==> config.mk <==
export PLATFORM = sky130hd
export DESIGN_NAME = program_loader
export DESIGN_NICKNAME = d
export VERILOG_FILES = /design/src/common/mips_pkg.sv /design/src/loader/program_loader.sv
export VERILOG_INCLUDE_DIRS = /design/src /design/src/common
export SDC_FILE = /design/constraint.sdc
export NUM_CORES = 1
export LEC_CHECK = 0
export ABC_CLOCK_PERIOD_IN_PS = 2050
export BUFFER_PORTS_ARGS = -buffer_cell sky130_fd_sc_hd__clkbuf_2
export CORE_UTILIZATION = 37
export DETAILED_ROUTE_END_ITERATION = 8
export PLACE_DENSITY = 0.59
export REMOVE_ABC_BUFFERS = 1
export SYNTH_ARGS = -nofsm -noshare
export SYNTH_HDL_FRONTEND = slang
export SYNTH_SLANG_ARGS = --single-unit
==> constraint.sdc <==
create_clock -name clock_i -period 2.05 [get_ports clock_i]
set_input_delay 0.205 -clock clock_i [delete_from_list [all_inputs] [get_ports clock_i]]
set_output_delay 0.205 -clock clock_i [all_outputs]
set_load 0.05 [all_outputs]
==> src/common/mips_cfg.svh <==
`ifndef MIPS_CFG_SVH
`define MIPS_CFG_SVH

// clocks per oversample tick, 4 x 16 gives 64 clocks per bit
`define CLK_PER_TICK 4
`define OVERSAMPLE 16

// word address widths
`define IMEM_AW 8
`define DMEM_AW 6

`endif

==> src/common/mips_pkg.sv <==
package mips_pkg;

	// major opcode field
	typedef enum logic [5:0] {
		OP_RTYPE = 6'h00,
		OP_ADDI  = 6'h08,
		OP_ANDI  = 6'h0c,
		OP_ORI   = 6'h0d,
		OP_LUI   = 6'h0f,
		OP_LW    = 6'h23,
		OP_SW    = 6'h2b
	} opcode_e;

	// funct field, register-type only
	typedef enum logic [5:0] {
		FN_ADDU = 6'h21,
		FN_SUBU = 6'h23,
		FN_AND  = 6'h24,
		FN_OR   = 6'h25,
		FN_XOR  = 6'h26,
		FN_SLT  = 6'h2a
	} funct_e;

	typedef struct packed {
		opcode_e    opcode;
		logic [4:0] rs;
		logic [4:0] rt;
		logic [4:0] rd;
		logic [4:0] shamt;
		funct_e     funct;
	} r_fmt_t;

	typedef struct packed {
		opcode_e     opcode;
		logic [4:0]  rs;
		logic [4:0]  rt;
		logic [15:0] imm;
	} i_fmt_t;

	// one instruction word, two decodings
	typedef union packed {
		r_fmt_t r;
		i_fmt_t i;
	} instr_u;

	typedef enum logic [2:0] {
		ALU_ADD,
		ALU_SUB,
		ALU_AND,
		ALU_OR,
		ALU_XOR,
		ALU_SLT,
		ALU_PASS_B
	} alu_op_e;

	typedef struct packed {
		logic    reg_write;
		logic    mem_read;
		logic    mem_write;
		logic    alu_src_imm;
		logic    dest_rd;
		logic    mem_to_reg;
		alu_op_e alu_op;
	} ctrl_t;

	typedef struct packed {
		logic       valid;
		logic [7:0] pc;
		instr_u     instr;
	} if_id_t;

	typedef struct packed {
		logic        valid;
		ctrl_t       ctrl;
		logic [31:0] data_a;
		logic [31:0] data_b;
		logic [31:0] imm;
		logic [4:0]  rt;
		logic [4:0]  rd;
	} id_ex_t;

	// register write port, also the trace
	typedef struct packed {
		logic        valid;
		logic [4:0]  reg_addr;
		logic [31:0] data;
	} wb_t;

endpackage

==> src/loader/program_loader.sv <==
`include "mips_cfg.svh"

module program_loader import mips_pkg::*; (
	input  logic                clock_i,
	input  logic                reset_i,
	input  logic                byte_valid_i,
	input  logic [7:0]          byte_data_i,
	output logic                imem_we_o,
	output logic [`IMEM_AW-1:0] imem_waddr_o,
	output instr_u              imem_wdata_o,
	output logic [7:0]          prog_len_o,
	output logic                loaded_o
);
	logic                have_len;
	logic [1:0]          byte_cnt;
	logic [23:0]         shift_q;
	logic [`IMEM_AW-1:0] word_cnt;
	logic                last_wr;
	logic                take;

	// nothing accepted once the program is in
	assign take = byte_valid_i && !loaded_o;

	always_ff @(posedge clock_i) begin
		if (reset_i) begin
			have_len   <= 1'b0;
			byte_cnt   <= '0;
			word_cnt   <= '0;
			imem_we_o  <= 1'b0;
			last_wr    <= 1'b0;
			prog_len_o <= '0;
			loaded_o   <= 1'b0;
		end else begin
			imem_we_o <= 1'b0;
			if (imem_we_o && last_wr) begin
				loaded_o <= 1'b1;
			end
			if (take && !have_len) begin
				have_len   <= 1'b1;
				prog_len_o <= byte_data_i;
				// empty program
				if (byte_data_i == 8'd0) begin
					loaded_o <= 1'b1;
				end
			end else if (take) begin
				byte_cnt <= byte_cnt + 1'b1;
				if (byte_cnt == 2'd3) begin
					imem_we_o <= 1'b1;
					last_wr   <= ((8'(word_cnt) + 8'd1) == prog_len_o);
					word_cnt  <= word_cnt + 1'b1;
				end
			end
		end
	end

	// lsb first, fourth byte completes the word
	always_ff @(posedge clock_i) begin
		if (take && have_len) begin
			shift_q <= {byte_data_i, shift_q[23:8]};
			if (byte_cnt == 2'd3) begin
				imem_waddr_o <= word_cnt;
				imem_wdata_o <= {byte_data_i, shift_q};
			end
		end
	end

	a_waddr_in_range: assert property (@(posedge clock_i) disable iff (reset_i)
		imem_we_o |-> (8'(imem_waddr_o) < prog_len_o));

endmodule

==> reports/metrics.yaml <==
synthesis:
  ys_ff_latch: 86
  synth_edf_count: 64
  ys.flop_type: "edfxtp_1"
  synth.avg_cell_area_um2: 16.3
  yosys_warnings: 0
  synth_top_cell_area_share: 0.641
  ys_types: 32
  synthesis.area_um2: 3000
  yosys-top-cells-area: "edfxtp_1, dfxtp_1, xnor2_1"
  synth-seq-area-share: 0.787
  async_reset_ff_frac: 0
  syn_inst: 184
  synth_top_area_cell: "edfxtp_1"
cts:
  cts_resized: 0
  clk_latency_ns: 0.35
  post_cts_buffers: 0
  cts_buffers: 9
  h-tree-depth: 3
  cts_hold_buf: 0
  clock_path_buffers: 2
  cts_sinks: 86
  clock-root-buffer: "clkbuf_8"
  clk_pin_slew_ns: 0.09
  cts_tree: "yes"
die:
  std_cell_rows: 32
  die_w_um: 92.1
  core_area_um2: 7770
  die_height_um: 92.1
  io_pins: 61
  start_util: 0.386
  die-area_um2: 8470
setup_path:
  timing.rr.start: "word_cnt[0]"
  reg2reg_depth: 5
  crit_fanout: 7
  worstPathArrival_ns: 1.98
  rr_endpoint: "last_wr"
  required_ns: 2.31
  critPathCapture: "last_wr"
  worstSetupPathType: "reg2reg"
  cp-start-kind: "register"
  r2r_setup_slack_ns: 0.33
  end_kind: "register"
  cp-startpoint: "word_cnt[0]"
layout:
  n_antenna_cell: 0
  num-nets-final: 267
  n_fill_cell: 722
  utilization: 0.474
  syn2layout_area_growth_pct: 22.6
  ff_latch_area_um2: 2360
  drive_gt1_frac: 0.324
  multi_input_comb_area_um2: 599
sta:
  rsz0062_at_grt: "no"
  fin_crit_ns: 1.72
  hold_viol: 0
  maxSlewHeadroom: 0.685
  tightest_slew_ns: 0.473
  finalSetupViolCount: 0
  finalCritPeriodShare: 0.840
  timing.setup.tns_ns: 0
  slew_violations: 0
  skew_ns: 0.00723
  fmax_mhz: 581
global_route:
  grt_use_met3: 0.0456
  grt_first_pass_wirelength_um: 8020
  grt_pass1_vias: 1594
  antenna_found_initial: 0
  grt_use_met2: 0.192
  met1_usage: 0.170
  track_usage: 0.131
  top_usage_layer: "met2"
  grt_max_degree: 25
  grt_overflow_total: 0
routing:
  wirelength_um: 5090
  wl_per_cell_um: 14.1
  dr.pass1.iters: 4
  num_vias: 1642
  vias_per_cell: 4.55
  first_iter_violations: 89
  postRouteAntennaNets: 0
  post-route-drc-count: 0
placement:
  gp_congestion: 0.829
  post-dp-hpwl_um: 3400
  portBuffers: 60
status:
  status: "completed"
power_and_ir_drop:
  pwr-share-clk: 0.393
  seq_power_share: 0.568
  pwr_density_cell_nw_per_um2: 915
  peakVddDrop_mv: 0.350
  p_int_uw: 2630
  pwr-share-comb: 0.038
  switchingPower_uw: 734
  sw_frac_of_total: 0.218
  cellLeakagePower_uw: 0.00137
min_path:
  hold_path.class: "in2reg"
flow_run:
  max_cap_violations: 0
[worst min path at each step]
stage | start | end | cells past startpoint
6_report | byte_data_i[1] | imem_wdata_o[25] | 1
5_1_grt | byte_data_i[1] | imem_wdata_o[25] | 1
4_1_cts | byte_data_i[1] | imem_wdata_o[25] | 1
3_5_place_dp | shift_q[4] | imem_wdata_o[4] | 0
3_3_place_gp | shift_q[1] | imem_wdata_o[1] | 0
2_1_floorplan | reset_i | byte_cnt[1] | 1
[cell type report]
| cell class | count | share of cell area |
|---|---|---|
| multi-input combinational | 91 | 0.163 |
| clock inverter | 7 | 0.0282 |
| sequential | 86 | 0.642 |
| inverter | 2 | 0.00204 |
| tap | 102 | 0.0347 |
| timing repair buffer | 64 | 0.0966 |
| clock buffer | 9 | 0.0337 |
[stage by stage]
| step | hold slack [ns] | total power, uW | std cells | setup WS [ns] | cell area [um^2] |
|---|---|---|---|---|---|
| final | 0.0904 | 3370 | 361 | 0.328 | 3680 |
| after floorplan | 0.274 | 2030 | 179 | 0.0237 | 2970 |
| after detailed placement | 0.406 | 2090 | 345 | 0.346 | 3450 |
| after global placement | 0.400 | 2080 | 345 | 0.471 | 3450 |
| after CTS | 0.0749 | 3410 | 361 | 0.324 | 3680 |
| after global routing | 0.0723 | 3500 | 361 | 0.173 | 3680 |
[synthesized netlist by cell type (2+ instances only)]
| library cell | instances |
|---|---|
| edfxtp_1 | 64 |
| dfxtp_1 | 22 |
| nor2_1 | 18 |
| xnor2_1 | 10 |
| mux2i_1 | 8 |
| nand2_1 | 8 |
| a21oi_1 | 7 |
| nand3_1 | 5 |
| nor3_1 | 5 |
| xor2_1 | 5 |
| nor2b_1 | 3 |
| o21ai_0 | 3 |
| or3_1 | 3 |
| clkbuf_1 | 2 |
| ha_1 | 2 |
| nand4b_1 | 2 |
| nor4_1 | 2 |
[cells in the final DEF (no fill, tap or decap), types with 3 or more instances in the layout]
cell | netlist | routed
nor3_1 | 5 | 5
nor2b_1 | 3 | 3
nor2_1 | 18 | 18
o21ai_0 | 3 | 3
dfxtp_1 | 22 | 22
a21oi_1 | 7 | 7
nand3_1 | 5 | 5
or3_1 | 3 | 3
xor2_1 | 5 | 5
clkbuf_8 | 0 | 9
nand2_1 | 8 | 8
xnor2_1 | 10 | 10
edfxtp_1 | 64 | 64
clkbuf_2 | 0 | 60
mux2i_1 | 8 | 8
[critical path: stages (launching register included)]
cell and delay [ns]:
dfxtp_1 0.49, ha_1 0.27, nand3_1 0.18, o21ai_0 0.22, nand4b_1 0.13, o41ai_2 0.33
[flip-flops by register name, summed over array words and instances, names as in the netlist]
name	flops
byte_cnt	2
have_len	1
imem_waddr_o	8
imem_wdata_o	32
imem_we_o	1
last_wr	1
loaded_o	1
prog_len_o	8
shift_q	24
word_cnt	8
[power groups by stage]
| stage | registers, uW | logic [uW] | clock network, uW |
|---|---|---|---|
| 2_1_floorplan | 1980 | 49.7 | 0 |
| 3_3_place_gp | 1950 | 130 | 0 |
| 3_5_place_dp | 1950 | 132 | 0 |
| 4_1_cts | 1910 | 133 | 1360 |
| 5_1_grt | 1920 | 141 | 1440 |
| 6_report | 1910 | 130 | 1320 |
[per-layer routing]
layer	wire (um)	vias up
met5	0	-
met3	276	9
met2	2350	49
li1	-	814
met1	2380	770
met4	92	0
[cell families after synthesis]
| family | share of synthesized area |
|---|---|
| compound gates | 0.0263 |
| xor+xnor | 0.0438 |
| fa+ha+maj | 0.00834 |
| buf+inv | 0.0129 |
| flops | 0.787 |
| mux | 0.0267 |
| simple gates | 0.0947 |
No activity file was read; power rests on OpenSTA's default activity.
