`src/common/mips_cfg.svh`:
```
`ifndef MIPS_CFG_SVH
`define MIPS_CFG_SVH

// clocks per oversample tick, 4 x 16 gives 64 clocks per bit
`define CLK_PER_TICK 4
`define OVERSAMPLE 16

// word address widths
`define IMEM_AW 8
`define DMEM_AW 6

`endif

```
`src/common/mips_pkg.sv`:
```
package mips_pkg;

	// major opcode field
	typedef enum logic [5:0] {
		OP_RTYPE = 6'h00,
		OP_ADDI  = 6'h08,
		OP_ANDI  = 6'h0c,
		OP_ORI   = 6'h0d,
		OP_LUI   = 6'h0f,
		OP_LW    = 6'h23,
		OP_SW    = 6'h2b
	} opcode_e;

	// funct field, register-type only
	typedef enum logic [5:0] {
		FN_ADDU = 6'h21,
		FN_SUBU = 6'h23,
		FN_AND  = 6'h24,
		FN_OR   = 6'h25,
		FN_XOR  = 6'h26,
		FN_SLT  = 6'h2a
	} funct_e;

	typedef struct packed {
		opcode_e    opcode;
		logic [4:0] rs;
		logic [4:0] rt;
		logic [4:0] rd;
		logic [4:0] shamt;
		funct_e     funct;
	} r_fmt_t;

	typedef struct packed {
		opcode_e     opcode;
		logic [4:0]  rs;
		logic [4:0]  rt;
		logic [15:0] imm;
	} i_fmt_t;

	// one instruction word, two decodings
	typedef union packed {
		r_fmt_t r;
		i_fmt_t i;
	} instr_u;

	typedef enum logic [2:0] {
		ALU_ADD,
		ALU_SUB,
		ALU_AND,
		ALU_OR,
		ALU_XOR,
		ALU_SLT,
		ALU_PASS_B
	} alu_op_e;

	typedef struct packed {
		logic    reg_write;
		logic    mem_read;
		logic    mem_write;
		logic    alu_src_imm;
		logic    dest_rd;
		logic    mem_to_reg;
		alu_op_e alu_op;
	} ctrl_t;

	typedef struct packed {
		logic       valid;
		logic [7:0] pc;
		instr_u     instr;
	} if_id_t;

	typedef struct packed {
		logic        valid;
		ctrl_t       ctrl;
		logic [31:0] data_a;
		logic [31:0] data_b;
		logic [31:0] imm;
		logic [4:0]  rt;
		logic [4:0]  rd;
	} id_ex_t;

	// register write port, also the trace
	typedef struct packed {
		logic        valid;
		logic [4:0]  reg_addr;
		logic [31:0] data;
	} wb_t;

endpackage

```
`src/core/exec_mem_stage.sv`:
```
`include "mips_cfg.svh"

module exec_mem_stage import mips_pkg::*; (
	input  logic   clock_i,
	input  logic   reset_i,
	input  id_ex_t id_ex_i,
	output wb_t    wb_o
);
	typedef struct packed {
		logic        valid;
		ctrl_t       ctrl;
		logic [31:0] alu_res;
		logic [31:0] store_data;
		logic [4:0]  dest;
	} ex_mem_t;

	ex_mem_t             ex_mem;
	logic [31:0]         op_b;
	logic [31:0]         alu_res;
	logic [4:0]          dest;
	logic [`DMEM_AW-1:0] dmem_addr;
	logic [31:0]         mem_rdata;
	logic [31:0]         dmem [2**`DMEM_AW];

	always_comb begin
		op_b = id_ex_i.ctrl.alu_src_imm ? id_ex_i.imm : id_ex_i.data_b;
		case (id_ex_i.ctrl.alu_op)
			ALU_ADD: alu_res = id_ex_i.data_a + op_b;
			ALU_SUB: alu_res = id_ex_i.data_a - op_b;
			ALU_AND: alu_res = id_ex_i.data_a & op_b;
			ALU_OR:  alu_res = id_ex_i.data_a | op_b;
			ALU_XOR: alu_res = id_ex_i.data_a ^ op_b;
			ALU_SLT: alu_res = {31'd0, $signed(id_ex_i.data_a) < $signed(op_b)};
			default: alu_res = op_b;
		endcase
	end

	assign dest = id_ex_i.ctrl.dest_rd ? id_ex_i.rd : id_ex_i.rt;

	// EX/MEM
	always_ff @(posedge clock_i) begin
		if (reset_i) begin
			ex_mem.valid <= 1'b0;
			ex_mem.ctrl  <= '0;
		end else begin
			ex_mem.valid <= id_ex_i.valid;
			ex_mem.ctrl  <= id_ex_i.ctrl;
		end
	end

	always_ff @(posedge clock_i) begin
		ex_mem.alu_res    <= alu_res;
		ex_mem.store_data <= id_ex_i.data_b;
		ex_mem.dest       <= dest;
	end

	// word addressed, upper address bits ignored
	assign dmem_addr = ex_mem.alu_res[`DMEM_AW-1:0];
	assign mem_rdata = dmem[dmem_addr];

	always_ff @(posedge clock_i) begin
		if (ex_mem.valid && ex_mem.ctrl.mem_write) begin
			dmem[dmem_addr] <= ex_mem.store_data;
		end
	end

	// MEM/WB
	always_ff @(posedge clock_i) begin
		if (reset_i) begin
			wb_o.valid <= 1'b0;
		end else begin
			wb_o.valid <= ex_mem.valid && ex_mem.ctrl.reg_write && (ex_mem.dest != 5'd0);
		end
	end

	always_ff @(posedge clock_i) begin
		wb_o.reg_addr <= ex_mem.dest;
		wb_o.data     <= ex_mem.ctrl.mem_to_reg ? mem_rdata : ex_mem.alu_res;
	end

	a_no_rd_wr: assert property (@(posedge clock_i) disable iff (reset_i)
		ex_mem.valid |-> !(ex_mem.ctrl.mem_read && ex_mem.ctrl.mem_write));

endmodule

```
`config.mk`:
```
export PLATFORM = sky130hd
export DESIGN_NAME = exec_mem_stage
export DESIGN_NICKNAME = d
export VERILOG_FILES = /design/src/common/mips_pkg.sv /design/src/core/exec_mem_stage.sv
export VERILOG_INCLUDE_DIRS = /design/src /design/src/common
export SDC_FILE = /design/constraint.sdc
export NUM_CORES = 2
export LEC_CHECK = 0
export ABC_CLOCK_PERIOD_IN_PS = 6300
export CAP_MARGIN = 5
export CORE_ASPECT_RATIO = 0.5
export CORE_MARGIN = 2
export CORE_UTILIZATION = 35
export DETAILED_ROUTE_END_ITERATION = 10
export DONT_BUFFER_PORTS = 1
export GPL_ROUTABILITY_DRIVEN = 0
export PLACE_DENSITY = 0.49
export SETUP_SLACK_MARGIN = 0.02
export SYNTH_ARGS = -nofsm -noshare
export SYNTH_HDL_FRONTEND = slang
export SYNTH_SLANG_ARGS = --single-unit
```
`constraint.sdc`:
```
create_clock -name clock_i -period 6.3 [get_ports clock_i]
set_clock_uncertainty 0.1 [all_clocks]
set_input_delay 0.945 -clock clock_i [delete_from_list [all_inputs] [get_ports clock_i]]
set_output_delay 0.945 -clock clock_i [all_outputs]
set_load 0.1 [all_outputs]
```
==> summary.md <==
| Metric | Value |
|---|---|
| Crit end category | `register` |
| Critical Path AT | `just over 5 ns` |
| Worst Hold Launch | `id_ex_i[61]` |
| Yosys cell types | `slightly below 90` |
| Post-synth top area share | `0.748` |
| Combinational Power Share | `0.098` |
| Final HPWL DP | `roughly 170,000 µm` |
| Die width | `689 µm` |
| Die height | `around 350 µm` |
| Fin. max-slew vios | `0` |
| Detail Route Antenna Nets | `0` |
| CTS tree | `built` |
| Sw frac | `0.255` |
| CTS Sinks | `around 2,200` |
| Post-Syn Area | `around 80,000 µm²` |
| Peak supply drop | `0.220 mV` |
| DIE AREA | `about 240,000 µm²` |
| Switching power | `between 8000 and 9000 µW` |
| Internal power | `between 20,000 and 25,000 µW` |
| Crit share post-route | `0.756` |
| Number of synthesized flops with an enable pin | `between 2,000 and 2,500` |
| Gr ovfl total | `0` |
| Hold Path Depth | `0` |
| Setup Buffers After CTS | `0` |
| Initial core utilization | `0.353` |
| # Max-Cap Violations | `0` |
| RSZ-0062 raised after global routing | `false` |
| CTS HTree Levels | `4` |
| Initial antenna violation count | `21` |
| Endpoints failing setup | `0` |
| Total wire length | `around 290,000 µm` |
| Drt wl/cell | `34.7 µm` |
| R2r setup slk | `roughly 1.5 ns` |
| Share of layout cells above drive strength 1 | `0.119` |
| Placement Rows | `125` |
| Synth Instances | `approximately 5,000` |
| First drt pass iteration count | `8` |
| Drt via density | `between 6 and 7` |
| Residual DRC | `0` |
| Clk slew on worst S/H paths | `0.07 ns` |
| I/O pins | `156` |
| Synth area leader | `edfxtp_1` |
| Top fanout value on the critical path | `22` |
| CTS-repair resized insts | `0` |
| Core area | `about 230,000 µm²` |
| Synth Flop Type | `edfxtp_1` |
| WP data required | `between 6 and 7 ns` |
| Startpoint Class | `register` |
| Hold Crit Class | `input pin to register` |
| Port Buffers | `0` |
| Tmin final | `between 4 and 5 ns` |
| Worst-Skew Late Latency | `0.86 ns` |
| Seq/Total Area, Yosys | `0.775` |
| Synth area leaders | `edfxtp_1 (75%), a22oi_1 (5.8%), dfxtp_1 (2.7%), a22o_1 (2.2%), a221oi_1 (2.2%)` |
| Max Root-Sink Buffers | `4` |
| Fin util | `0.403` |
| DR vias | `between 50,000 and 60,000` |
| Pleak | `between 0.02 and 0.03 µW` |
| DRT iter0 DRCs | `between 7,000 and 8,000` |
| Outcome | `finished clean` |
| Tightest Pin Transition | `between 1 and 1.5 ns` |
| Syn_area_per_cell | `around 17 µm²` |
| Largest net degree at the start of global routing | `119` |
| Vias in the first global route | `roughly 47,000` |
| Reg2reg path depth | `5` |
| Flop pwr share | `0.517` |
| CTS Buf Count | `around 210` |
| WS Path Type | `register to register` |
| Syn Nets | `approximately 5,100` |
| Flops & latches, synth | `about 2,200` |
| Clock root buffer | `clkbuf_16` |
| Pwr Density | `roughly 340 nW/µm²` |
| Clock power frac | `0.385` |
| Overall routing resource usage | `0.233` |
| Setup TNS | `0 ns` |
| Fmax | `about 210 MHz` |
| Hold path endpoint | `ex_mem[24]$_DFF_P_` |
| Synth warn | `0` |
| Post-layout nets | `approximately 5,200` |
| Fin. Hold Viols | `0` |
| RR Startpoint | `dmem_addr[0]$_DFF_P_` |
| First-pass GRT wire length | `between 300,000 and 400,000 µm` |
| Worst reg2reg endpoint | `dmem[49][17]$_DFFE_PP_` |
| Post-synth ARST share | `0` |
| Slew HR | `0.0962` |
| Area Overhead vs Synth | `14.2%` |
| Hold Buf Count CTS | `11` |
==> cells in the final DEF (no fill, tap or decap), drive strengths merged, types with 12 or more instances in the layout <==
cell,instances
buf,182
mux2i,32
nand4,68
dfxtp,111
nand3,15
nor2b,16
and3,22
o211ai,16
nor3,25
mux2,12
a22oi,630
ha,104
a22o,204
nor4,37
bufinv,12
o22ai,17
clkbuf,286
inv,99
xnor2,15
a21o,17
clkinv,64
a221oi,203
nand2,74
a21oi,133
a211oi,13
a31oi,215
edfxtp,2048
nor2,189
o21ai,113
==> worst max-delay path: stages (launching register included) <==
cell and delay, ns:
dfxtp_1 0.97, nor3b_4 0.46, buf_4 0.48, nand2_1 0.65, nor2_4 1.00, buf_4 0.60
==> cell families after synthesis <==
family	count (synthesis)	synth area share
flip-flops	2159	0.775
AND/OR/NAND/NOR	492	0.0297
adder cells (fa/ha/maj)	106	0.0163
buffers and inverters	432	0.0217
multiplexers	44	0.00554
AO/OA/AOI/OAI	1667	0.150
XOR/XNOR	18	0.00192
==> metal layers <==
layer,share of wire,GRT usage,up-vias,wire (µm)
li1,-,-,20500,-
met1,0.44,0.346,26500,125000
met2,0.45,0.359,2667,129000
met3,0.093,0.0427,324,26500
met4,0.020,0.0474,18,5860
met5,0.00037,0,-,106
==> sequential cells by signal, indices dropped and copies added (netlist names) <==
| signal | cells |
|---|---|
| dmem | 2048 |
| dmem_addr | 6 |
| ex_mem | 67 |
| wb_o | 38 |
==> power groups by stage <==
stage | clock network, µW | logic [µW] | registers (µW)
6_report | 12200 | 3110 | 16400
5_1_grt | 12900 | 3280 | 16400
4_1_cts | 12300 | 3100 | 16400
3_5_place_dp | 0 | 3080 | 16700
3_3_place_gp | 0 | 3070 | 16700
2_1_floorplan | 0 | 1740 | 16600
==> worst max-delay path by stage <==
| stage | start | end | slack, ns | cells past startpoint |
|---|---|---|---|---|
| 3_5_place_dp | id_ex_i[111] | ex_mem[68]$_DFF_P_ | 1.60 | 11 |
| 6_report | dmem_addr[0]$_DFF_P_ | dmem[49][17]$_DFFE_PP_ | 1.54 | 5 |
| 5_1_grt | dmem_addr[0]$_DFF_P_ | dmem[49][17]$_DFFE_PP_ | 1.59 | 5 |
| 2_1_floorplan | id_ex_i[111] | ex_mem[67]$_DFF_P_ | 1.53 | 15 |
| 4_1_cts | dmem_addr[0]$_DFF_P_ | dmem[49][17]$_DFFE_PP_ | 1.65 | 5 |
| 3_3_place_gp | id_ex_i[111] | ex_mem[68]$_DFF_P_ | 1.57 | 11 |
==> cell type report <==
cell class,count,area (µm²)
antenna,1,2.50
inverter,94,353
sequential,2159,63800
timing repair buffer,193,2080
clock inverter,83,716
multi-input combinational,2327,17300
fill,20800,139000
tap,3111,3890
clock buffer,286,5780
==> metrics by stage <==
stage	hold slack [ns]	setup slack (ns)	area (µm²)	total power (µW)	std cells
after floorplan	0.223	1.53	82200	18300	4918
after global placement	0.240	1.57	87300	19800	7873
after detailed placement	0.248	1.60	87300	19800	7873
after CTS	0.000728	1.65	93900	31800	8253
after global routing	0.00866	1.59	93900	32600	8253
final	0.0390	1.54	93900	31700	8254
==> cell usage after synthesis, types with 68 or more instances <==
| library cell | count |
|---|---|
| nand4_1 | 68 |
| buf_2 | 117 |
| o21ai_0 | 100 |
| a21oi_1 | 131 |
| clkbuf_1 | 151 |
| nand2_1 | 74 |
| edfxtp_1 | 2048 |
| a31oi_1 | 215 |
| nor2_1 | 189 |
| a22oi_1 | 630 |
| a221oi_1 | 203 |
| inv_1 | 92 |
| dfxtp_1 | 111 |
| a22o_1 | 204 |
| ha_1 | 104 |
Note: power is estimated with default switching activity, not from simulation.
