--- config.mk ---
export PLATFORM = sky130hd
export DESIGN_NAME = uart_rx
export DESIGN_NICKNAME = d
export VERILOG_FILES = /design/src/uart/uart_rx.sv
export VERILOG_INCLUDE_DIRS = /design/src /design/src/common
export SDC_FILE = /design/constraint.sdc
export NUM_CORES = 1
export LEC_CHECK = 0
export BUFFER_PORTS_ARGS = -buffer_cell sky130_fd_sc_hd__buf_2
export CAP_MARGIN = 10
export CORE_MARGIN = 5
export CORE_UTILIZATION = 59
export CTS_BUF_LIST = sky130_fd_sc_hd__clkbuf_4 sky130_fd_sc_hd__clkbuf_8 sky130_fd_sc_hd__clkbuf_16
export DETAILED_ROUTE_END_ITERATION = 10
export GPL_ROUTABILITY_DRIVEN = 1
export GPL_TIMING_DRIVEN = 1
export PLACE_DENSITY = 0.91
export SYNTH_ARGS = -nofsm -noshare
export SYNTH_HDL_FRONTEND = slang
export SYNTH_SLANG_ARGS = --single-unit
--- constraint.sdc ---
create_clock -name clock_i -period 3.4 [get_ports clock_i]
set_input_delay 0.17 -clock clock_i [delete_from_list [all_inputs] [get_ports clock_i]]
set_output_delay 0.17 -clock clock_i [all_outputs]
set_load 0.02 [all_outputs]
--- src/common/mips_cfg.svh ---
`ifndef MIPS_CFG_SVH
`define MIPS_CFG_SVH

// clocks per oversample tick, 4 x 16 gives 64 clocks per bit
`define CLK_PER_TICK 4
`define OVERSAMPLE 16

// word address widths
`define IMEM_AW 8
`define DMEM_AW 6

`endif

--- src/uart/uart_rx.sv ---
`include "mips_cfg.svh"

module uart_rx (
	input  logic       clock_i,
	input  logic       reset_i,
	input  logic       rx_i,
	output logic       byte_valid_o,
	output logic [7:0] byte_data_o
);
	localparam int DIV_W = $clog2(`CLK_PER_TICK + 1);
	localparam int OS_W  = $clog2(`OVERSAMPLE);
	localparam logic [DIV_W-1:0] DIV_LAST = DIV_W'(`CLK_PER_TICK - 1);
	localparam logic [OS_W-1:0]  MID_BIT  = OS_W'(`OVERSAMPLE / 2 - 1);
	localparam logic [OS_W-1:0]  LAST_OS  = OS_W'(`OVERSAMPLE - 1);

	typedef enum logic [1:0] {
		S_IDLE,
		S_START,
		S_DATA,
		S_STOP
	} state_e;

	state_e           state;
	logic [DIV_W-1:0] div_cnt;
	logic             tick;
	logic [1:0]       rx_sync;
	logic             rx;
	logic [OS_W-1:0]  os_cnt;
	logic [2:0]       bit_cnt;

	// oversample tick generator
	assign tick = (div_cnt == DIV_LAST);

	always_ff @(posedge clock_i) begin
		if (reset_i) begin
			div_cnt <= '0;
		end else if (tick) begin
			div_cnt <= '0;
		end else begin
			div_cnt <= div_cnt + 1'b1;
		end
	end

	// line idles high
	always_ff @(posedge clock_i) begin
		if (reset_i) begin
			rx_sync <= 2'b11;
		end else begin
			rx_sync <= {rx_sync[0], rx_i};
		end
	end

	assign rx = rx_sync[1];

	always_ff @(posedge clock_i) begin
		if (reset_i) begin
			state        <= S_IDLE;
			os_cnt       <= '0;
			bit_cnt      <= '0;
			byte_valid_o <= 1'b0;
		end else begin
			byte_valid_o <= 1'b0;
			case (state)
				S_IDLE: begin
					if (!rx) begin
						state  <= S_START;
						os_cnt <= '0;
					end
				end
				S_START: begin
					// recheck at mid start bit, a glitch goes back to idle
					if (tick) begin
						if (os_cnt == MID_BIT) begin
							os_cnt  <= '0;
							bit_cnt <= '0;
							state   <= rx ? S_IDLE : S_DATA;
						end else begin
							os_cnt <= os_cnt + 1'b1;
						end
					end
				end
				S_DATA: begin
					if (tick) begin
						if (os_cnt == LAST_OS) begin
							os_cnt      <= '0;
							byte_data_o <= {rx, byte_data_o[7:1]};
							if (bit_cnt == 3'd7) begin
								state <= S_STOP;
							end else begin
								bit_cnt <= bit_cnt + 1'b1;
							end
						end else begin
							os_cnt <= os_cnt + 1'b1;
						end
					end
				end
				S_STOP: begin
					if (tick) begin
						if (os_cnt == LAST_OS) begin
							// framing error drops the byte
							byte_valid_o <= rx;
							state        <= S_IDLE;
						end else begin
							os_cnt <= os_cnt + 1'b1;
						end
					end
				end
				default: state <= S_IDLE;
			endcase
		end
	end

	a_single_strobe: assert property (@(posedge clock_i) disable iff (reset_i)
		byte_valid_o |=> !byte_valid_o);

endmodule

==> results of run 1 <==
-- power groups by stage --
stage | clock, uW | sequential, uW | combinational [uW]
after CTS | 126 | 294 | 30.6
after global routing | 145 | 295 | 35.6
after global placement | 0 | 299 | 28.0
final | 123 | 294 | 30.5
after floorplan | 0 | 297 | 26.4
after detailed placement | 0 | 300 | 30.5
-- kinds of logic (layout without fill, tap and decap cells) --
kind of cell / Yosys count / in the layout
DFF: 23 / 23
and+or+nand+nor: 31 / 31
adders and majority gates: 5 / 5
muxes: 2 / 2
buffers and inverters: 11 / 21
xor gates and xnor gates: 1 / 1
AOI/OAI and AO/OA: 22 / 22
-- flip-flops by register name (all words and copies together), names as in the netlist, named ones only --
signal and cells:
state 1, byte_data_o 8, byte_valid_o 1, div_cnt 3, bit_cnt 3, os_cnt 4, rx_sync 2
-- layout by cell type, fill, tap and decap left out, drive strengths merged, types with 4 or more instances in the layout --
cell and n:
inv 5, dfxtp 15, nand2 4, a21oi 5, buf 12, or4 4, o21ai 5, nor2 4
ha 5, edfxtp 8
-- per-stage QoR --
stage / utilization, % / power (uW) / cell area, um^2 / instances / worst slack, ns
2_1_floorplan: - / 324 / 1010 / 95 / 1.18
3_3_place_gp: 63.7 / 327 / 1060 / 118 / 1.53
3_5_place_dp: 63.7 / 330 / 1060 / 118 / 1.43
4_1_cts: 65.4 / 451 / 1090 / 122 / 1.39
5_1_grt: 65.4 / 475 / 1090 / 122 / 1.10
6_report: 65.4 / 447 / 1090 / 122 / 1.37
-- worst max-delay path, cell delays in order, from the launching register on --
cell,delay (ns)
dfxtp_1,0.62
or2b_1,0.32
a32oi_1,0.60
a211oi_1,0.14
nor4_1,0.27
-- worst max path at each step --
stage               depth (start not counted)  slack, ns             end
floorplan                                   5       1.18  byte_data_o[0]
global placement                            4       1.53       os_cnt[3]
detailed placement                          4       1.43       os_cnt[3]
CTS                                         4       1.39       os_cnt[3]
global route                                4       1.10       os_cnt[3]
finish                                      4       1.37       os_cnt[3]
-- final cells by class --
cell class / instances / area share [%]
sequential: 23 / 49.5
multi-input combinational: 61 / 38.6
clock buffer: 3 / 2.06
tap: 17 / 1.95
clock inverter: 1 / 0.458
inverter: 5 / 1.72
timing repair buffer: 12 / 5.73
-- per-layer routing --
layer  vias to the layer above  track usage, %  part of all wire (%)
met5                         -               0                     0
met4                         0            10.5                   3.1
met3                         7            3.50                   5.4
met2                        27            29.2                    51
met1                       363            18.1                    40
li1                        374               -                     -
==> impl_metrics.ini, run 1 <==
[status]
status = finished, final reports clean

[synthesis]
syn-cell-area_um2 = 1010
ys_types = 35
synth-compound-area-share_pct = 14.4
synth_area_leaders = dfxtp_1 30%, edfxtp_1 24%, ha_1 6.2%, or4_1 3.0%, a21oi_1 2.5%
synthMostInstantiatedCell = dfxtp_1
synth-adder-area-share_pct = 6.21
synth_xor_area_share_pct = 0.870
yosys.area_share.simple_pct = 18.4
synth.net_count = 103
yosys_most_used_dff = dfxtp_1
ys_ff_latch = 23
async_reset_ff_share_pct = 0
synthCells = 95
synth.avg_cell_area_um2 = 10.6
synth_top_cell_by_area = dfxtp_1
synth_top_family_by_area = simple AND/OR/NAND/NOR gates
synth_common_cells = 15 x dfxtp_1, 8 x edfxtp_1, 5 x a21oi_1, 5 x ha_1, 5 x inv_1
synth_top_area_share_pct = 29.8
synthMuxAreaShare_pct = 1.99
yosysSeqAreaShare_pct = 53.7
synth_edf_count = 8
ys_warn_count = 0

[detailed_routing]
first_pass_iters = 4
vias = 771
first_iter_violations = 19
drcViolationCount = 0
wirelength_um = 1860
vias_per_cell = 6.32
drtAntennaViolNets = 0
wl_per_cell_um = 15.2

[setup_path]
end_kind = flip-flop
reg2reg_slack_ns = 1.37
crit_type = flip-flop to flip-flop
cp_max_fo = 16
arrival_ns = 2.26
r2r_end = os_cnt[3]
rr_worst_depth = 4
setup.worst_path.start_class = flip-flop
crit_required_ns = 3.63

[clock_tree]
htreeDepth = 1
postCtsSetupRepairBufs = 0
clockBufferDepth = 2
cts_hold_buf = 0
cts_resized = 0
cts_buffers = 3
cts_tree = built
cts_sinks = 23
cts.clk_slew.worst_paths_ns = 0.12
clk_latency_ns = 0.31
clock-root-buffer = clkbuf_4

[global_routing]
grt_pass1_vias = 723
grt_max_degree = 19
gr-total-overflow = 0
grt_use_total_pct = 16.7
grt_pass1_wl_um = 3220
antenna_found_initial = 0

[layout]
drive_gt1_share_pct = 18.1
num-fill-cells = 126
regArea_um2 = 541
n_antenna_cell = 0
multi_input_area_um2 = 422
area_growth_pct = 8.45
nets = 114

[job]
maxCapViolCount = 0

[pwr]
ir_worst_vdd_mv = 0.277
power_frac_seq_pct = 65.7
switching_power_uw = 101
internal_power_uw = 346
total_leakage_power_uw = 0.000396
clkPwrFrac_pct = 27.5
combPwrFrac_pct = 6.8
p_sw_share_pct = 22.7
power_density_nw_per_um2 = 409

[die]
initial_core_util_pct = 60.3
num_rows = 15
die_width_um = 51.3
core_area_um2 = 1670
die_h_um = 51.3
io_pins = 12
design.die.area_um2 = 2630

[timing]
finalHoldViolations = 0
whs_ns = 0.0306
clock.fmax_mhz = 492
period_share_pct = 59.8
period_needed_ns = 2.03
slew-limit-headroom_pct = 48.1
fin_skew_ns = 0.00328
tns_ns = 0
finalSetupViolCount = 0
rsz0062_at_grt = false
tightest_slew_ns = 0.779
slew_violations = 0

[hold_path]
hold_depth = 2
hold_class = input port to flip-flop
hp-start = rx_i
hold_path_end = rx_sync[0]

[placed_design]
portBuffers = 11
gp_congestion = 0.798
dp_hpwl_um = 1360
Power figures use the tool's default switching activity.
==> run 2: changes to the inputs <==
- CORE_ASPECT_RATIO: default -> 0.7
- CORE_UTILIZATION: 59 -> 49
- PLACE_DENSITY: 0.91 -> 0.82
- clock period: 3.4 -> 1.6 ns (I/O delays scaled with it)
==> impl_metrics.ini, run 2 (synthesized netlist as in run 1, its figures left out) <==
[status]
status = finished with violations
failed_checks = negative setup slack

[timing]
slew_violations = 0
period_needed_ns = 1.82
tightest_slew_ns = 0.351
fin_skew_ns = 0.00679
clock.fmax_mhz = 548
slew-limit-headroom_pct = 76.6
fin_ws_ns = -0.223
period_share_pct = 114
whs_ns = 0.161
rsz0062_at_grt = true
finalHoldViolations = 0
finalSetupViolCount = 3

[global_routing]
grt_use_total_pct = 15.5
grt_pass1_vias = 748
grt_pass1_wl_um = 3490
antenna_found_initial = 0
grt_max_degree = 19
gr-total-overflow = 0

[layout]
largest_register_ffs = 8
multi_input_area_um2 = 494
nets = 130
final_cell_mix = 15 x buf_4, 11 x buf_2, 9 x dfxtp_1, 8 x edfxtp_1
area_growth_pct = 30.3
regMostFlops = byte_data_o
drive_gt1_share_pct = 40.5
fin_area_um2 = 1310
n_antenna_cell = 0
final_common_cell = buf_4
num-fill-cells = 132
reg_top3 = byte_data_o x8, os_cnt x4
regArea_um2 = 553

[clock_tree]
htreeDepth = 1
cts_buffers = 3
clk_latency_ns = 0.31
cts_tree = built
cts.clk_slew.worst_paths_ns = 0.12
cts_sinks = 23
clockBufferDepth = 2
clock-root-buffer = clkbuf_4

[setup_path]
rr_worst_depth = 6
crit_slowest_cell = or4_1
setup.worst_path.start_class = flip-flop
end_kind = flip-flop
cpMostUsedCell = ha_4
cp_max_fo = 5
crit_required_ns = 1.85
worstPathCellList = ha_4 -> ha_4 -> or3b_1 -> a21o_1 -> or4_1 -> a21oi_1
arrival_ns = 2.07
slowest_delay_ns = 0.42
crit_type = flip-flop to flip-flop

[die]
die_h_um = 47.9
initial_core_util_pct = 52.9
io_pins = 12
core_area_um2 = 1900
num_rows = 13
die_width_um = 64.2
design.die.area_um2 = 3080

[placed_design]
pre_cts_slack_ns = -0.216
gp_congestion = 0.800
dpl_cell_area_um2 = 1210
dp_hpwl_um = 1520
portBuffers = 11

[pwr]
ir_worst_vdd_mv = 0.626
total_leakage_power_uw = 0.000476
power_density_nw_per_um2 = 765

[detailed_routing]
vias = 831
wirelength_um = 2250
drtAntennaViolNets = 0
vias_per_cell = 5.81
drcViolationCount = 0
first_pass_iters = 4
wl_per_cell_um = 15.7
first_iter_violations = 56

[hold_path]
hold_depth = 2
hold_class = input port to flip-flop

[job]
maxCapViolCount = 0
-- run 2: cell type report --
cell class | instances | share of cell area [%]
clock buffer | 4 | 2.29
multi-input combinational | 61 | 37.7
timing repair buffer | 28 | 14.4
tap | 22 | 2.10
sequential | 23 | 42.1
inverter | 5 | 1.43
-- run 2: power by group --
part	internal (uW)	total [uW]	switching (uW)	leakage [uW]
sequential	612	620	7.95	0.000197
combinational	50.6	101	50.6	0.000261
clock	115	284	169	0.0000184
-- run 2: per-layer routing --
| metal | vias to the layer above | GRT usage, % | part of all wire (%) |
|---|---|---|---|
| met4 | 0 | 8.94 | 3.1 |
| met3 | 8 | 5.63 | 5.9 |
| met2 | 26 | 24.4 | 48 |
| met1 | 394 | 18.7 | 43 |
| met5 | - | 0 | 0 |
| li1 | 403 | - | - |
-- run 2: worst paths after layout --
path	start	end	slack (ns)
worst max register to register	bit_cnt[0]	bit_cnt[0]	-0.22
worst min-delay path	reset_i	flip-flop	0.16
worst max-delay path	bit_cnt[0]	bit_cnt[0]	-0.22
worst min register to register	div_cnt[0]	div_cnt[0]	0.42
-- run 2: critical path, delay by kind of cell (launching register included) --
family                     cells  cell delay [ns]
DFF                            1             0.36
AOI/OAI and AO/OA              2             0.34
adders and majority gates      2             0.30
and+or+nand+nor                2             0.76
-- run 2: stage by stage --
stage               cells  total power [uW]  util (%)  setup TNS, ns
floorplan              95               689         -         -0.657
global placement      136               716      63.6         -0.416
detailed placement    136               720      63.6         -0.576
CTS                   142              1000      66.5         -0.710
global route          143              1050      69.0         -0.984
finish                143              1000      69.0         -0.639
-- run 2: what timing repair did --
item / 4_1_cts / 5_1_grt
hold endpoints to repair: 1 / 0
endpoints found under the setup margin: 5 / 15
pin swaps: 2 / 2
cloned: 0 / 1
hold buffers: 1 / 0
buffers inserted: 1 / 0
gates resized for setup: 2 / 12
