--- src/common/mips_cfg.svh ---
`ifndef MIPS_CFG_SVH
`define MIPS_CFG_SVH

// clocks per oversample tick, 4 x 16 gives 64 clocks per bit
`define CLK_PER_TICK 4
`define OVERSAMPLE 16

// word address widths
`define IMEM_AW 8
`define DMEM_AW 6

`endif

--- src/common/mips_pkg.sv ---
package mips_pkg;

	// major opcode field
	typedef enum logic [5:0] {
		OP_RTYPE = 6'h00,
		OP_ADDI  = 6'h08,
		OP_ANDI  = 6'h0c,
		OP_ORI   = 6'h0d,
		OP_LUI   = 6'h0f,
		OP_LW    = 6'h23,
		OP_SW    = 6'h2b
	} opcode_e;

	// funct field, register-type only
	typedef enum logic [5:0] {
		FN_ADDU = 6'h21,
		FN_SUBU = 6'h23,
		FN_AND  = 6'h24,
		FN_OR   = 6'h25,
		FN_XOR  = 6'h26,
		FN_SLT  = 6'h2a
	} funct_e;

	typedef struct packed {
		opcode_e    opcode;
		logic [4:0] rs;
		logic [4:0] rt;
		logic [4:0] rd;
		logic [4:0] shamt;
		funct_e     funct;
	} r_fmt_t;

	typedef struct packed {
		opcode_e     opcode;
		logic [4:0]  rs;
		logic [4:0]  rt;
		logic [15:0] imm;
	} i_fmt_t;

	// one instruction word, two decodings
	typedef union packed {
		r_fmt_t r;
		i_fmt_t i;
	} instr_u;

	typedef enum logic [2:0] {
		ALU_ADD,
		ALU_SUB,
		ALU_AND,
		ALU_OR,
		ALU_XOR,
		ALU_SLT,
		ALU_PASS_B
	} alu_op_e;

	typedef struct packed {
		logic    reg_write;
		logic    mem_read;
		logic    mem_write;
		logic    alu_src_imm;
		logic    dest_rd;
		logic    mem_to_reg;
		alu_op_e alu_op;
	} ctrl_t;

	typedef struct packed {
		logic       valid;
		logic [7:0] pc;
		instr_u     instr;
	} if_id_t;

	typedef struct packed {
		logic        valid;
		ctrl_t       ctrl;
		logic [31:0] data_a;
		logic [31:0] data_b;
		logic [31:0] imm;
		logic [4:0]  rt;
		logic [4:0]  rd;
	} id_ex_t;

	// register write port, also the trace
	typedef struct packed {
		logic        valid;
		logic [4:0]  reg_addr;
		logic [31:0] data;
	} wb_t;

endpackage

--- src/core/fetch_stage.sv ---
`include "mips_cfg.svh"

module fetch_stage import mips_pkg::*; (
	input  logic                clock_i,
	input  logic                reset_i,
	input  logic                loaded_i,
	input  logic [7:0]          prog_len_i,
	output logic [`IMEM_AW-1:0] imem_raddr_o,
	input  instr_u              imem_rdata_i,
	output if_id_t              if_id_o,
	output logic                halted_o
);
	logic [7:0] pc_q;
	logic [7:0] fetch_pc;
	logic       addr_v;
	logic       rd_v;
	logic [7:0] rd_pc;
	logic       issue;
	logic       all_issued;
	logic [2:0] drain_cnt;

	assign issue      = loaded_i && (pc_q < prog_len_i);
	assign all_issued = loaded_i && (pc_q == prog_len_i);

	assign imem_raddr_o = `IMEM_AW'(fetch_pc);

	always_ff @(posedge clock_i) begin
		if (reset_i) begin
			pc_q         <= '0;
			fetch_pc     <= '0;
			addr_v       <= 1'b0;
			rd_v         <= 1'b0;
			if_id_o.valid <= 1'b0;
			drain_cnt    <= '0;
			halted_o     <= 1'b0;
		end else begin
			addr_v <= issue;
			if (issue) begin
				fetch_pc <= pc_q;
				pc_q     <= pc_q + 8'd1;
			end
			// valid follows the registered memory read
			rd_v          <= addr_v;
			if_id_o.valid <= rd_v;
			// six cycles to empty the pipe
			if (all_issued && !halted_o) begin
				drain_cnt <= drain_cnt + 1'b1;
				if (drain_cnt == 3'd5) begin
					halted_o <= 1'b1;
				end
			end
		end
	end

	always_ff @(posedge clock_i) begin
		rd_pc         <= fetch_pc;
		if_id_o.pc    <= rd_pc;
		if_id_o.instr <= imem_rdata_i;
	end

	a_pc_bound: assert property (@(posedge clock_i) disable iff (reset_i)
		pc_q <= prog_len_i);

endmodule

--- config.mk ---
export PLATFORM = sky130hd
export DESIGN_NAME = fetch_stage
export DESIGN_NICKNAME = d
export VERILOG_FILES = /design/src/common/mips_pkg.sv /design/src/core/fetch_stage.sv
export VERILOG_INCLUDE_DIRS = /design/src /design/src/common
export SDC_FILE = /design/constraint.sdc
export NUM_CORES = 1
export LEC_CHECK = 0
export BUFFER_PORTS_ARGS = -buffer_cell sky130_fd_sc_hd__buf_2
export CORE_AREA = 3 3 70 72
export CTS_CLUSTER_SIZE = 28
export DETAILED_ROUTE_END_ITERATION = 10
export DIE_AREA = 0 0 73 75
export GPL_TIMING_DRIVEN = 0
export PLACE_DENSITY = 0.82
export RECOVER_POWER = 50
export SYNTH_ARGS = -nofsm -noshare
export SYNTH_HDL_FRONTEND = slang
export SYNTH_SLANG_ARGS = --single-unit
--- constraint.sdc ---
create_clock -name clock_i -period 3.79 [get_ports clock_i]
set_clock_uncertainty 0.1 [all_clocks]
set_input_delay 0.5685 -clock clock_i [delete_from_list [all_inputs] [get_ports clock_i]]
set_output_delay 0.5685 -clock clock_i [all_outputs]
set_load 0.005 [all_outputs]
==> results.py, run 1 <==
metrics = {
    "outcome": {
        "status": "finished, final reports clean",
    },
    "clock_tree": {
        "clk_path_buf_depth": 2,
        "cts_htree_levels": 3,
        "cts-root-buf": "clkbuf_8",
        "clk_pin_slew_ns": 0.07,
        "cts_tree": "done",
        "tritoncts.num_buffers": 9,
        "cts_hold_buf": 0,
        "cts_resized": 0,
        "cts_num_sinks": 71,
        "post-cts-setup-buffers": 0,
        "insertion_delay_ns": 0.32,
    },
    "sta": {
        "setup_violations": 0,
        "drv_slew": 0,
        "hold_viol": 0,
        "slew_headroom": 0.718,
        "period_minus_slack_ns": 1.90,
        "worst_pin_slew_ns": 0.423,
        "max_freq_mhz": 528,
        "rsz0062_at_grt": "no",
        "totalNegativeSetupSlack_ns": 0,
        "min_period_over_period": 0.500,
    },
    "run": {
        "drv_cap": 0,
    },
    "routing": {
        "routed_wl_um": 3780,
        "drc_errors": 0,
        "first_pass_iters": 4,
        "antenna_left": 0,
        "vias_per_cell": 4.61,
        "num_vias": 1548,
        "drt_iter0_markers": 21,
        "drt-wirelength-per-cell_um": 11.3,
    },
    "yosys": {
        "yosys_warnings": 0,
        "syn_inst": 177,
        "synth_seq_cells": 71,
        "synthFlopType": "dfxtp_1",
        "yosysTopAreaCell": "dfxtp_1",
        "ys_seq_area_frac": 0.653,
        "synth.avg_cell_area_um2": 12.3,
        "synthesis.area_mm2": 0.00218,
        "synth_fp_nets": 231,
        "yosys-top-cells-area": "dfxtp_1 65%, mux2i_1 6.4%, ha_1 6.3%",
        "synth_top_area_share": 0.653,
        "async_reset_ff_frac": 0,
        "synth_edf_count": 0,
        "synthDistinctLibCells": 29,
    },
    "grt": {
        "grt_pass1_vias": 1449,
        "grt_pass1_wl_um": 5980,
        "grtUsageTotal": 0.141,
        "grt_max_degree": 13,
        "grt.overflow.total": 0,
        "antenna_found_initial": 0,
    },
    "die": {
        "die_area_mm2": 0.00548,
        "core_mm2": 0.00435,
        "rows": 24,
        "start_util": 0.500,
        "die_width_um": 73,
        "ios": 93,
        "die_y_um": 75,
    },
    "critical_path": {
        "cp_top_family": "flip-flops",
        "path_buf_inv": 2,
        "path_class": "reg -> reg",
        "max_stage_delay_ns": 0.48,
        "end_kind": "flip-flop",
        "path_cells": "inv_1 -> ha_1 -> nor2b_1 -> o21bai_2 -> a21oi_4 -> nand2b_1 -> buf_6 -> mux2i_1",
        "crit_path_top_delay_cell": "dfxtp_1",
        "start_kind": "flip-flop",
        "critPathRequiredTime_ns": 3.94,
        "worstPathMaxFanout": 10,
        "worst_ep_arrival_time_ns": 2.05,
    },
    "cells_and_area": {
        "antenna_cells": 0,
        "nFillCells": 359,
        "fin_nets": 334,
        "register_area_mm2": 0.00142,
        "drive_gt1_frac": 0.394,
        "synthToLayoutAreaGrowth_pct": 33.9,
        "fin_cells": 336,
        "multi_input_area_um2": 694,
    },
    "pwr": {
        "powerDensity_mw_per_mm2": 516,
        "power_leakage_uw": 0.00139,
        "ir_drop_uv": 305,
    },
    "placed_design": {
        "hpwl_um": 2910,
        "port_buffers": 92,
        "dpl.cell_count": 321,
        "gp_congestion": 0.735,
    },
    "hold_path": {
        "hold_class": "reg -> reg",
    },
}
[state kept, by name, summed over array words and instances (netlist names)]
name          count
imem_raddr_o      8
halted_o          1
rd_v              1
pc_q              8
addr_v            1
drain_cnt         3
rd_pc             8
if_id_o          41
[path summary, 6_finish.rpt]
| check | from | endpoint | slack (ns) | depth (start not counted) |
|---|---|---|---|---|
| setup / recovery | pc_q[0] | imem_raddr_o[1] | 1.89 | 8 |
| hold / removal | rd_pc[2] | if_id_o[34] | 0.23 | 0 |
| setup reg to reg | pc_q[0] | imem_raddr_o[1] | 1.89 | 8 |
| hold reg to reg | rd_pc[2] | if_id_o[34] | 0.23 | 0 |
[cell type report]
class,instances,area share
flip-flops and latches,71,0.488
multi-input cells,92,0.238
repair buffers,92,0.156
clock buffers,10,0.0472
clock inverters,5,0.0279
well taps,52,0.0223
inverters,10,0.0129
plain buffers,4,0.00773
[synthesized netlist by cell type, drive strengths merged, types with 2 or more instances]
cell type and count:
a21oi 5, clkbuf 3, dfxtp 71, ha 11
inv 10, mux2i 14, nand2 5, nand2b 18
nand4 5, nor2 7, nor2b 4, nor3 2
nor3b 2, o21ai 2, or2 5, or3 2
[through the flow]
stage	total power (µW)	setup WS (ns)	utilization	hold WS, ns	cell area [µm²]
3_5_place_dp	879	1.60	0.620	0.212	2700
5_1_grt	1570	1.76	0.669	0.213	2910
6_report	1500	1.89	0.669	0.227	2910
2_1_floorplan	831	1.83	-	0.210	2180
4_1_cts	1530	1.89	0.671	0.219	2920
3_3_place_gp	876	1.61	0.620	0.210	2700
[where the power goes]
group / total (µW) / switching [µW] / internal [µW]
clock network: 645 / 260 / 386
logic: 79.0 / 33.7 / 45.3
registers: 780 / 9.50 / 771
total: 1500 / 303 / 1200
[routing by layer]
metal  global-route usage  share of wire  vias to the layer above
met4               0.0615          0.010                        0
li1                     -              -                      789
met1                0.160           0.41                      700
met3               0.0467          0.070                        5
met5                    0              0                        -
met2                0.242           0.51                       54
[cell families (layout without fill, tap and decap cells)]
group                      count (synthesis)  after routing  share of synthesized area
DFF                                       71             71                      0.653
muxes                                     14             14                     0.0644
buffers and inverters                     14            121                     0.0276
and+or+nand+nor                           54             54                      0.143
AOI/OAI and AO/OA                         11             11                     0.0403
adders and majority gates                 11             11                     0.0633
xor gates and xnor gates                   2              2                    0.00805
[cell usage in the layout (no fill, tap or decap), drive strengths merged]
cell type,count
inv,11
clkinvlp,1
buf,88
mux2i,14
nor2b,4
a31oi,1
nand3,1
or2,5
and4,1
clkbuf,18
or3,2
bufinv,2
nor3,2
xnor2,1
nand2,5
nor3b,2
nor2,7
nand4,5
a211oi,1
clkinv,1
a21oi,5
dfxtp,71
ha,11
o21ai,2
and2,1
o21bai,1
nand4b,1
nand2b,18
xor2,1
o2111a,1
No activity file was read; power rests on OpenSTA's default activity.
==> inputs of run 2 (changes only) <==
CORE_AREA = 3 3 76 78   (was 3 3 70 72)
DIE_AREA = 0 0 79 81   (was 0 0 73 75)
PLACE_DENSITY = 0.74   (was 0.82)
clock period = 1.5 ns   (was 3.79 ns; I/O delays follow)
==> results.py, run 2 (synthesis results as in run 1) <==
metrics = {
    "run": {
        "drv_cap": 0,
    },
    "clock_tree": {
        "insertion_delay_ns": 0.34,
        "cts_num_sinks": 71,
        "cts-root-buf": "clkbuf_8",
        "tritoncts.num_buffers": 9,
        "clk_pin_slew_ns": 0.08,
        "cts_htree_levels": 3,
        "cts_tree": "done",
        "clk_path_buf_depth": 2,
    },
    "routing": {
        "routed_wl_um": 5210,
        "num_vias": 1789,
        "vias_per_cell": 4.51,
        "drt_iter0_markers": 56,
        "antenna_left": 0,
        "drc_errors": 0,
        "drt-wirelength-per-cell_um": 13.1,
        "first_pass_iters": 4,
    },
    "sta": {
        "period_minus_slack_ns": 1.78,
        "fin_ws_ns": -0.278,
        "rsz0062_at_grt": "yes",
        "setup_violations": 21,
        "max_freq_mhz": 562,
        "slew_headroom": 0.665,
        "hold_viol": 0,
        "whs_ns": 0.208,
        "totalNegativeSetupSlack_ns": -4.08,
        "min_period_over_period": 1.19,
        "drv_slew": 0,
        "worst_pin_slew_ns": 0.502,
    },
    "cells_and_area": {
        "multi_input_area_um2": 875,
        "regMostFlops": "if_id_o",
        "drive_gt1_frac": 0.471,
        "layout_common_cells": "91 x buf_2, 63 x dfxtp_1, 32 x dlygate4sd3_1",
        "layout_commonest_cell": "buf_2",
        "largest_reg_flops": 41,
        "nFillCells": 390,
        "register_area_mm2": 0.00144,
        "antenna_cells": 0,
        "synthToLayoutAreaGrowth_pct": 60.5,
        "final_util": 0.679,
        "fin_nets": 376,
    },
    "pwr": {
        "powerDensity_mw_per_mm2": 1030,
        "power_leakage_uw": 0.00159,
        "seq_power_share": 0.546,
        "ir_drop_uv": 599,
        "p_sw_frac": 0.240,
        "p_total_uw": 3610,
        "p_sw_uw": 866,
        "power_frac_clock": 0.365,
        "combPwrFrac": 0.089,
        "p_int_uw": 2740,
    },
    "critical_path": {
        "worstPathMaxFanout": 9,
        "worst_ep_arrival_time_ns": 1.93,
        "path_class": "reg -> reg",
        "end_kind": "flip-flop",
        "critPathRequiredTime_ns": 1.65,
        "critPathLaunch": "pc_q[5]",
        "start_kind": "flip-flop",
        "path_cells": "ha_4 -> nand4_1 -> a21oi_4 -> nand2b_4 -> mux2i_1",
        "reg2reg_from": "pc_q[5]",
        "max_stage_delay_ns": 0.36,
        "crit_path_top_delay_cell": "dfxtp_4",
    },
    "placed_design": {
        "hpwl_um": 2960,
        "gp_congestion": 0.731,
        "port_buffers": 92,
    },
    "grt": {
        "antenna_found_initial": 0,
        "grt.overflow.total": 0,
        "grt_pass1_wl_um": 8170,
        "grtUsageTotal": 0.169,
        "grt_max_degree": 14,
        "grt_pass1_vias": 1734,
    },
    "die": {
        "core_mm2": 0.00514,
        "die_width_um": 79,
        "die_y_um": 81,
        "die_area_mm2": 0.00640,
        "rows": 26,
        "ios": 93,
        "start_util": 0.423,
    },
    "outcome": {
        "status": "complete, but fails checks",
        "failed_checks": "negative setup slack",
    },
    "hold_path": {
        "holdCritStartpoint": "reset_i",
        "hold_class": "in -> reg",
    },
}
## run 2: cell count changes in the layout (fill, tap and decap cells not counted), moves of 5 or more
| cell | previous run | this run |
|---|---|---|
| buf_4 | 0 | 8 |
| ha_1 | 11 | 4 |
| dfxtp_4 | 0 | 5 |
| dlygate4sd3_1 | 0 | 32 |
| dfxtp_1 | 71 | 63 |
| ha_4 | 0 | 7 |
## run 2: layout make-up
type                            count  area share
Timing Repair Buffer              135       0.248
Multi-Input combinational cell     92       0.250
Clock buffer                        9      0.0355
Buffer                              3     0.00322
Clock inverter                      7      0.0136
Inverter                           10      0.0107
Sequential cell                    71       0.413
Tap cell                           70      0.0251
## run 2: final timing paths
kind / end / slack, ns / cells after the start
setup / recovery: imem_raddr_o[3] / -0.28 / 5
hold / removal: pc_q[7] / 0.21 / 3
setup reg to reg: imem_raddr_o[3] / -0.28 / 5
hold reg to reg: if_id_o[33] / 0.23 / 0
## run 2: power by group through the flow
stage / clock (µW) / combinational (µW) / sequential (µW)
3_5_place_dp: 0 / 230 / 2020
5_1_grt: 1430 / 352 / 1970
6_report: 1320 / 322 / 1970
4_1_cts: 1350 / 308 / 1970
2_1_floorplan: 0 / 100 / 2020
3_3_place_gp: 0 / 223 / 2010
## run 2: layer usage
metal,global-route usage,part of all wire,vias to the layer above
met3,0.0477,0.088,6
li1,-,-,881
met2,0.295,0.52,81
met4,0.0825,0.011,0
met1,0.189,0.38,821
met5,0,0,-
## run 2: worst max-delay path, delay by kind of cell, from the launching register on
kind | cells | cell delay [ns]
AO/OA/AOI/OAI | 1 | 0.23
adder cells (fa/ha/maj) | 1 | 0.27
flip-flops | 1 | 0.36
multiplexers | 1 | 0.23
AND/OR/NAND/NOR | 2 | 0.50
## run 2: stage by stage
| step | instance area [µm²] | std cells | setup WS (ns) |
|---|---|---|---|
| floorplan | 2260 | 177 | -0.153 |
| global placement | 2810 | 339 | -0.335 |
| detailed placement | 2810 | 339 | -0.387 |
| CTS | 3420 | 393 | -0.227 |
| global route | 3490 | 397 | -0.358 |
| finish | 3490 | 397 | -0.278 |
## run 2: what timing repair did
action | in CTS | in global routing
setup buffers | 6 | 4
endpoints found under the setup margin | 21 | 21
hold endpoints to repair | 32 | 0
gates cloned | 1 | 0
resized for setup | 17 | 11
pin swaps | 15 | 9
hold buffers | 32 | 0
==> inputs of run 3 (changes only) <==
SETUP_SLACK_MARGIN = 0.2   (was not set)
==> results.py, run 3 (synthesis results as in run 1) <==
metrics = {
    "outcome": {
        "status": "complete, but fails checks",
        "failed_checks": "negative setup slack",
    },
    "die": {
        "rows": 26,
        "core_mm2": 0.00514,
        "die_y_um": 81,
        "start_util": 0.423,
        "die_area_mm2": 0.00640,
        "die_width_um": 79,
        "ios": 93,
    },
    "pwr": {
        "p_sw_frac": 0.208,
        "power_frac_clock": 0.447,
        "seq_power_share": 0.470,
        "p_int_uw": 3310,
        "combPwrFrac": 0.083,
        "ir_drop_uv": 701,
        "p_sw_uw": 869,
        "powerDensity_mw_per_mm2": 1160,
        "power_leakage_uw": 0.00165,
    },
    "placed_design": {
        "dpl.cell_count": 339,
        "hpwl_um": 3000,
        "gp_congestion": 0.734,
        "place_area_mm2": 0.00281,
        "port_buffers": 92,
    },
    "critical_path": {
        "path_buf_inv": 1,
        "path_cells": "ha_4 -> nand2_2 -> o21bai_4 -> a21oi_4 -> buf_4 -> or3_4 -> a21oi_2",
        "worstPathMaxFanout": 6,
        "cp_top_family": "simple AND/OR/NAND/NOR gates",
        "path_class": "reg -> reg",
        "crit_path_top_delay_cell": "dfxtp_4",
        "max_stage_delay_ns": 0.37,
        "worst_ep_arrival_time_ns": 1.93,
        "end_kind": "flip-flop",
        "start_kind": "flip-flop",
        "critPathRequiredTime_ns": 1.65,
    },
    "grt": {
        "grt_max_degree": 14,
        "grt_pass1_wl_um": 8540,
        "antenna_found_initial": 0,
        "grtUsageTotal": 0.176,
        "grt.overflow.total": 0,
        "grt_pass1_vias": 1861,
    },
    "sta": {
        "hold_viol": 0,
        "drv_slew": 0,
        "worst_pin_slew_ns": 0.543,
        "slew_headroom": 0.638,
        "max_freq_mhz": 562,
        "fin_ws_ns": -0.278,
        "period_minus_slack_ns": 1.78,
        "setup_violations": 21,
        "min_period_over_period": 1.19,
        "rsz0062_at_grt": "yes",
    },
    "cells_and_area": {
        "regMostFlops": "if_id_o",
        "final_util": 0.703,
        "antenna_cells": 0,
        "nFillCells": 359,
        "synthToLayoutAreaGrowth_pct": 66.0,
        "fin_cells": 401,
        "largest_reg_flops": 41,
        "fin_nets": 380,
        "design_area_mm2": 0.00361,
        "drive_gt1_frac": 0.483,
        "layout_commonest_cell": "buf_2",
        "layout_common_cells": "90 x buf_2, 63 x dfxtp_1, 32 x dlygate4sd3_1",
    },
    "clock_tree": {
        "insertion_delay_ns": 0.34,
        "cts_htree_levels": 3,
        "cts_num_sinks": 71,
        "clk_pin_slew_ns": 0.08,
        "cts_tree": "done",
        "cts-root-buf": "clkbuf_8",
        "clk_path_buf_depth": 2,
        "tritoncts.num_buffers": 9,
    },
    "routing": {
        "wl_met2_um": 2820,
        "num_vias": 1818,
        "drc_errors": 0,
        "drt-wirelength-per-cell_um": 14.0,
        "drt_iter0_markers": 62,
        "routed_wl_um": 5610,
        "first_pass_iters": 5,
        "vias_per_cell": 4.53,
        "top_layer_used": "met4",
        "antenna_left": 0,
        "route.met3.wl_um": 431,
        "met1_length_um": 2220,
    },
    "hold_path": {
        "hold_class": "in -> reg",
    },
    "run": {
        "drv_cap": 0,
    },
}
[run 3: area by class of cell]
| type | count | area (µm²) | area share |
|---|---|---|---|
| plain buffers | 4 | 31.3 | 0.00866 |
| clock buffers | 10 | 138 | 0.0381 |
| clock inverters | 6 | 115 | 0.0319 |
| inverters | 10 | 37.5 | 0.0104 |
| multi-input cells | 92 | 852 | 0.236 |
| flip-flops and latches | 71 | 1440 | 0.400 |
| well taps | 70 | 87.6 | 0.0243 |
| repair buffers | 138 | 906 | 0.251 |
[run 3: metrics by stage]
stage	power (µW)	TNS (ns)	hold slack (ns)	setup WS, ns
2_1_floorplan	2120	-1.94	0.153	-0.153
3_5_place_dp	2250	-5.77	0.212	-0.351
5_1_grt	4360	-5.71	0.189	-0.369
6_report	4180	-4.12	0.147	-0.278
3_3_place_gp	2240	-5.47	0.211	-0.336
4_1_cts	4200	-3.27	0.0958	-0.206
[run 3: per-layer routing]
metal	up-vias	GRT usage
met5	-	0
met4	0	0.0997
met3	14	0.0488
met2	78	0.310
met1	841	0.192
li1	885	-
[run 3: worst register-to-register path: stages (launching register included)]
cell and delay, ns:
dfxtp_4 0.37, ha_4 0.24, nand2_2 0.11, o21bai_4 0.14, a21oi_4 0.09, buf_4 0.16, or3_4 0.33, a21oi_2 0.16
[run 3: power groups by stage]
stage	sequential (µW)	combinational (µW)	clock [µW]
4_1_cts	1970	314	1920
5_1_grt	1970	376	2010
2_1_floorplan	2020	100	0
3_5_place_dp	2020	228	0
3_3_place_gp	2020	222	0
6_report	1970	345	1870
[run 3: final timing paths]
path | end | cells past startpoint | from | slack (ns)
setup / recovery | pc_q[2] | 7 | pc_q[2] | -0.28
hold / removal | pc_q[7] | 3 | reset_i | 0.15
setup reg to reg | pc_q[2] | 7 | pc_q[2] | -0.28
hold reg to reg | if_id_o[34] | 0 | rd_pc[2] | 0.23
[run 3: repair_timing]
| item | CTS | global route |
|---|---|---|
| cloned | 0 | 1 |
| hold buffers | 32 | 0 |
| gates resized for setup | 19 | 6 |
| endpoints found under the setup margin | 21 | 21 |
| pin swaps | 13 | 5 |
| hold endpoints to repair | 32 | 0 |
| buffers inserted | 8 | 5 |
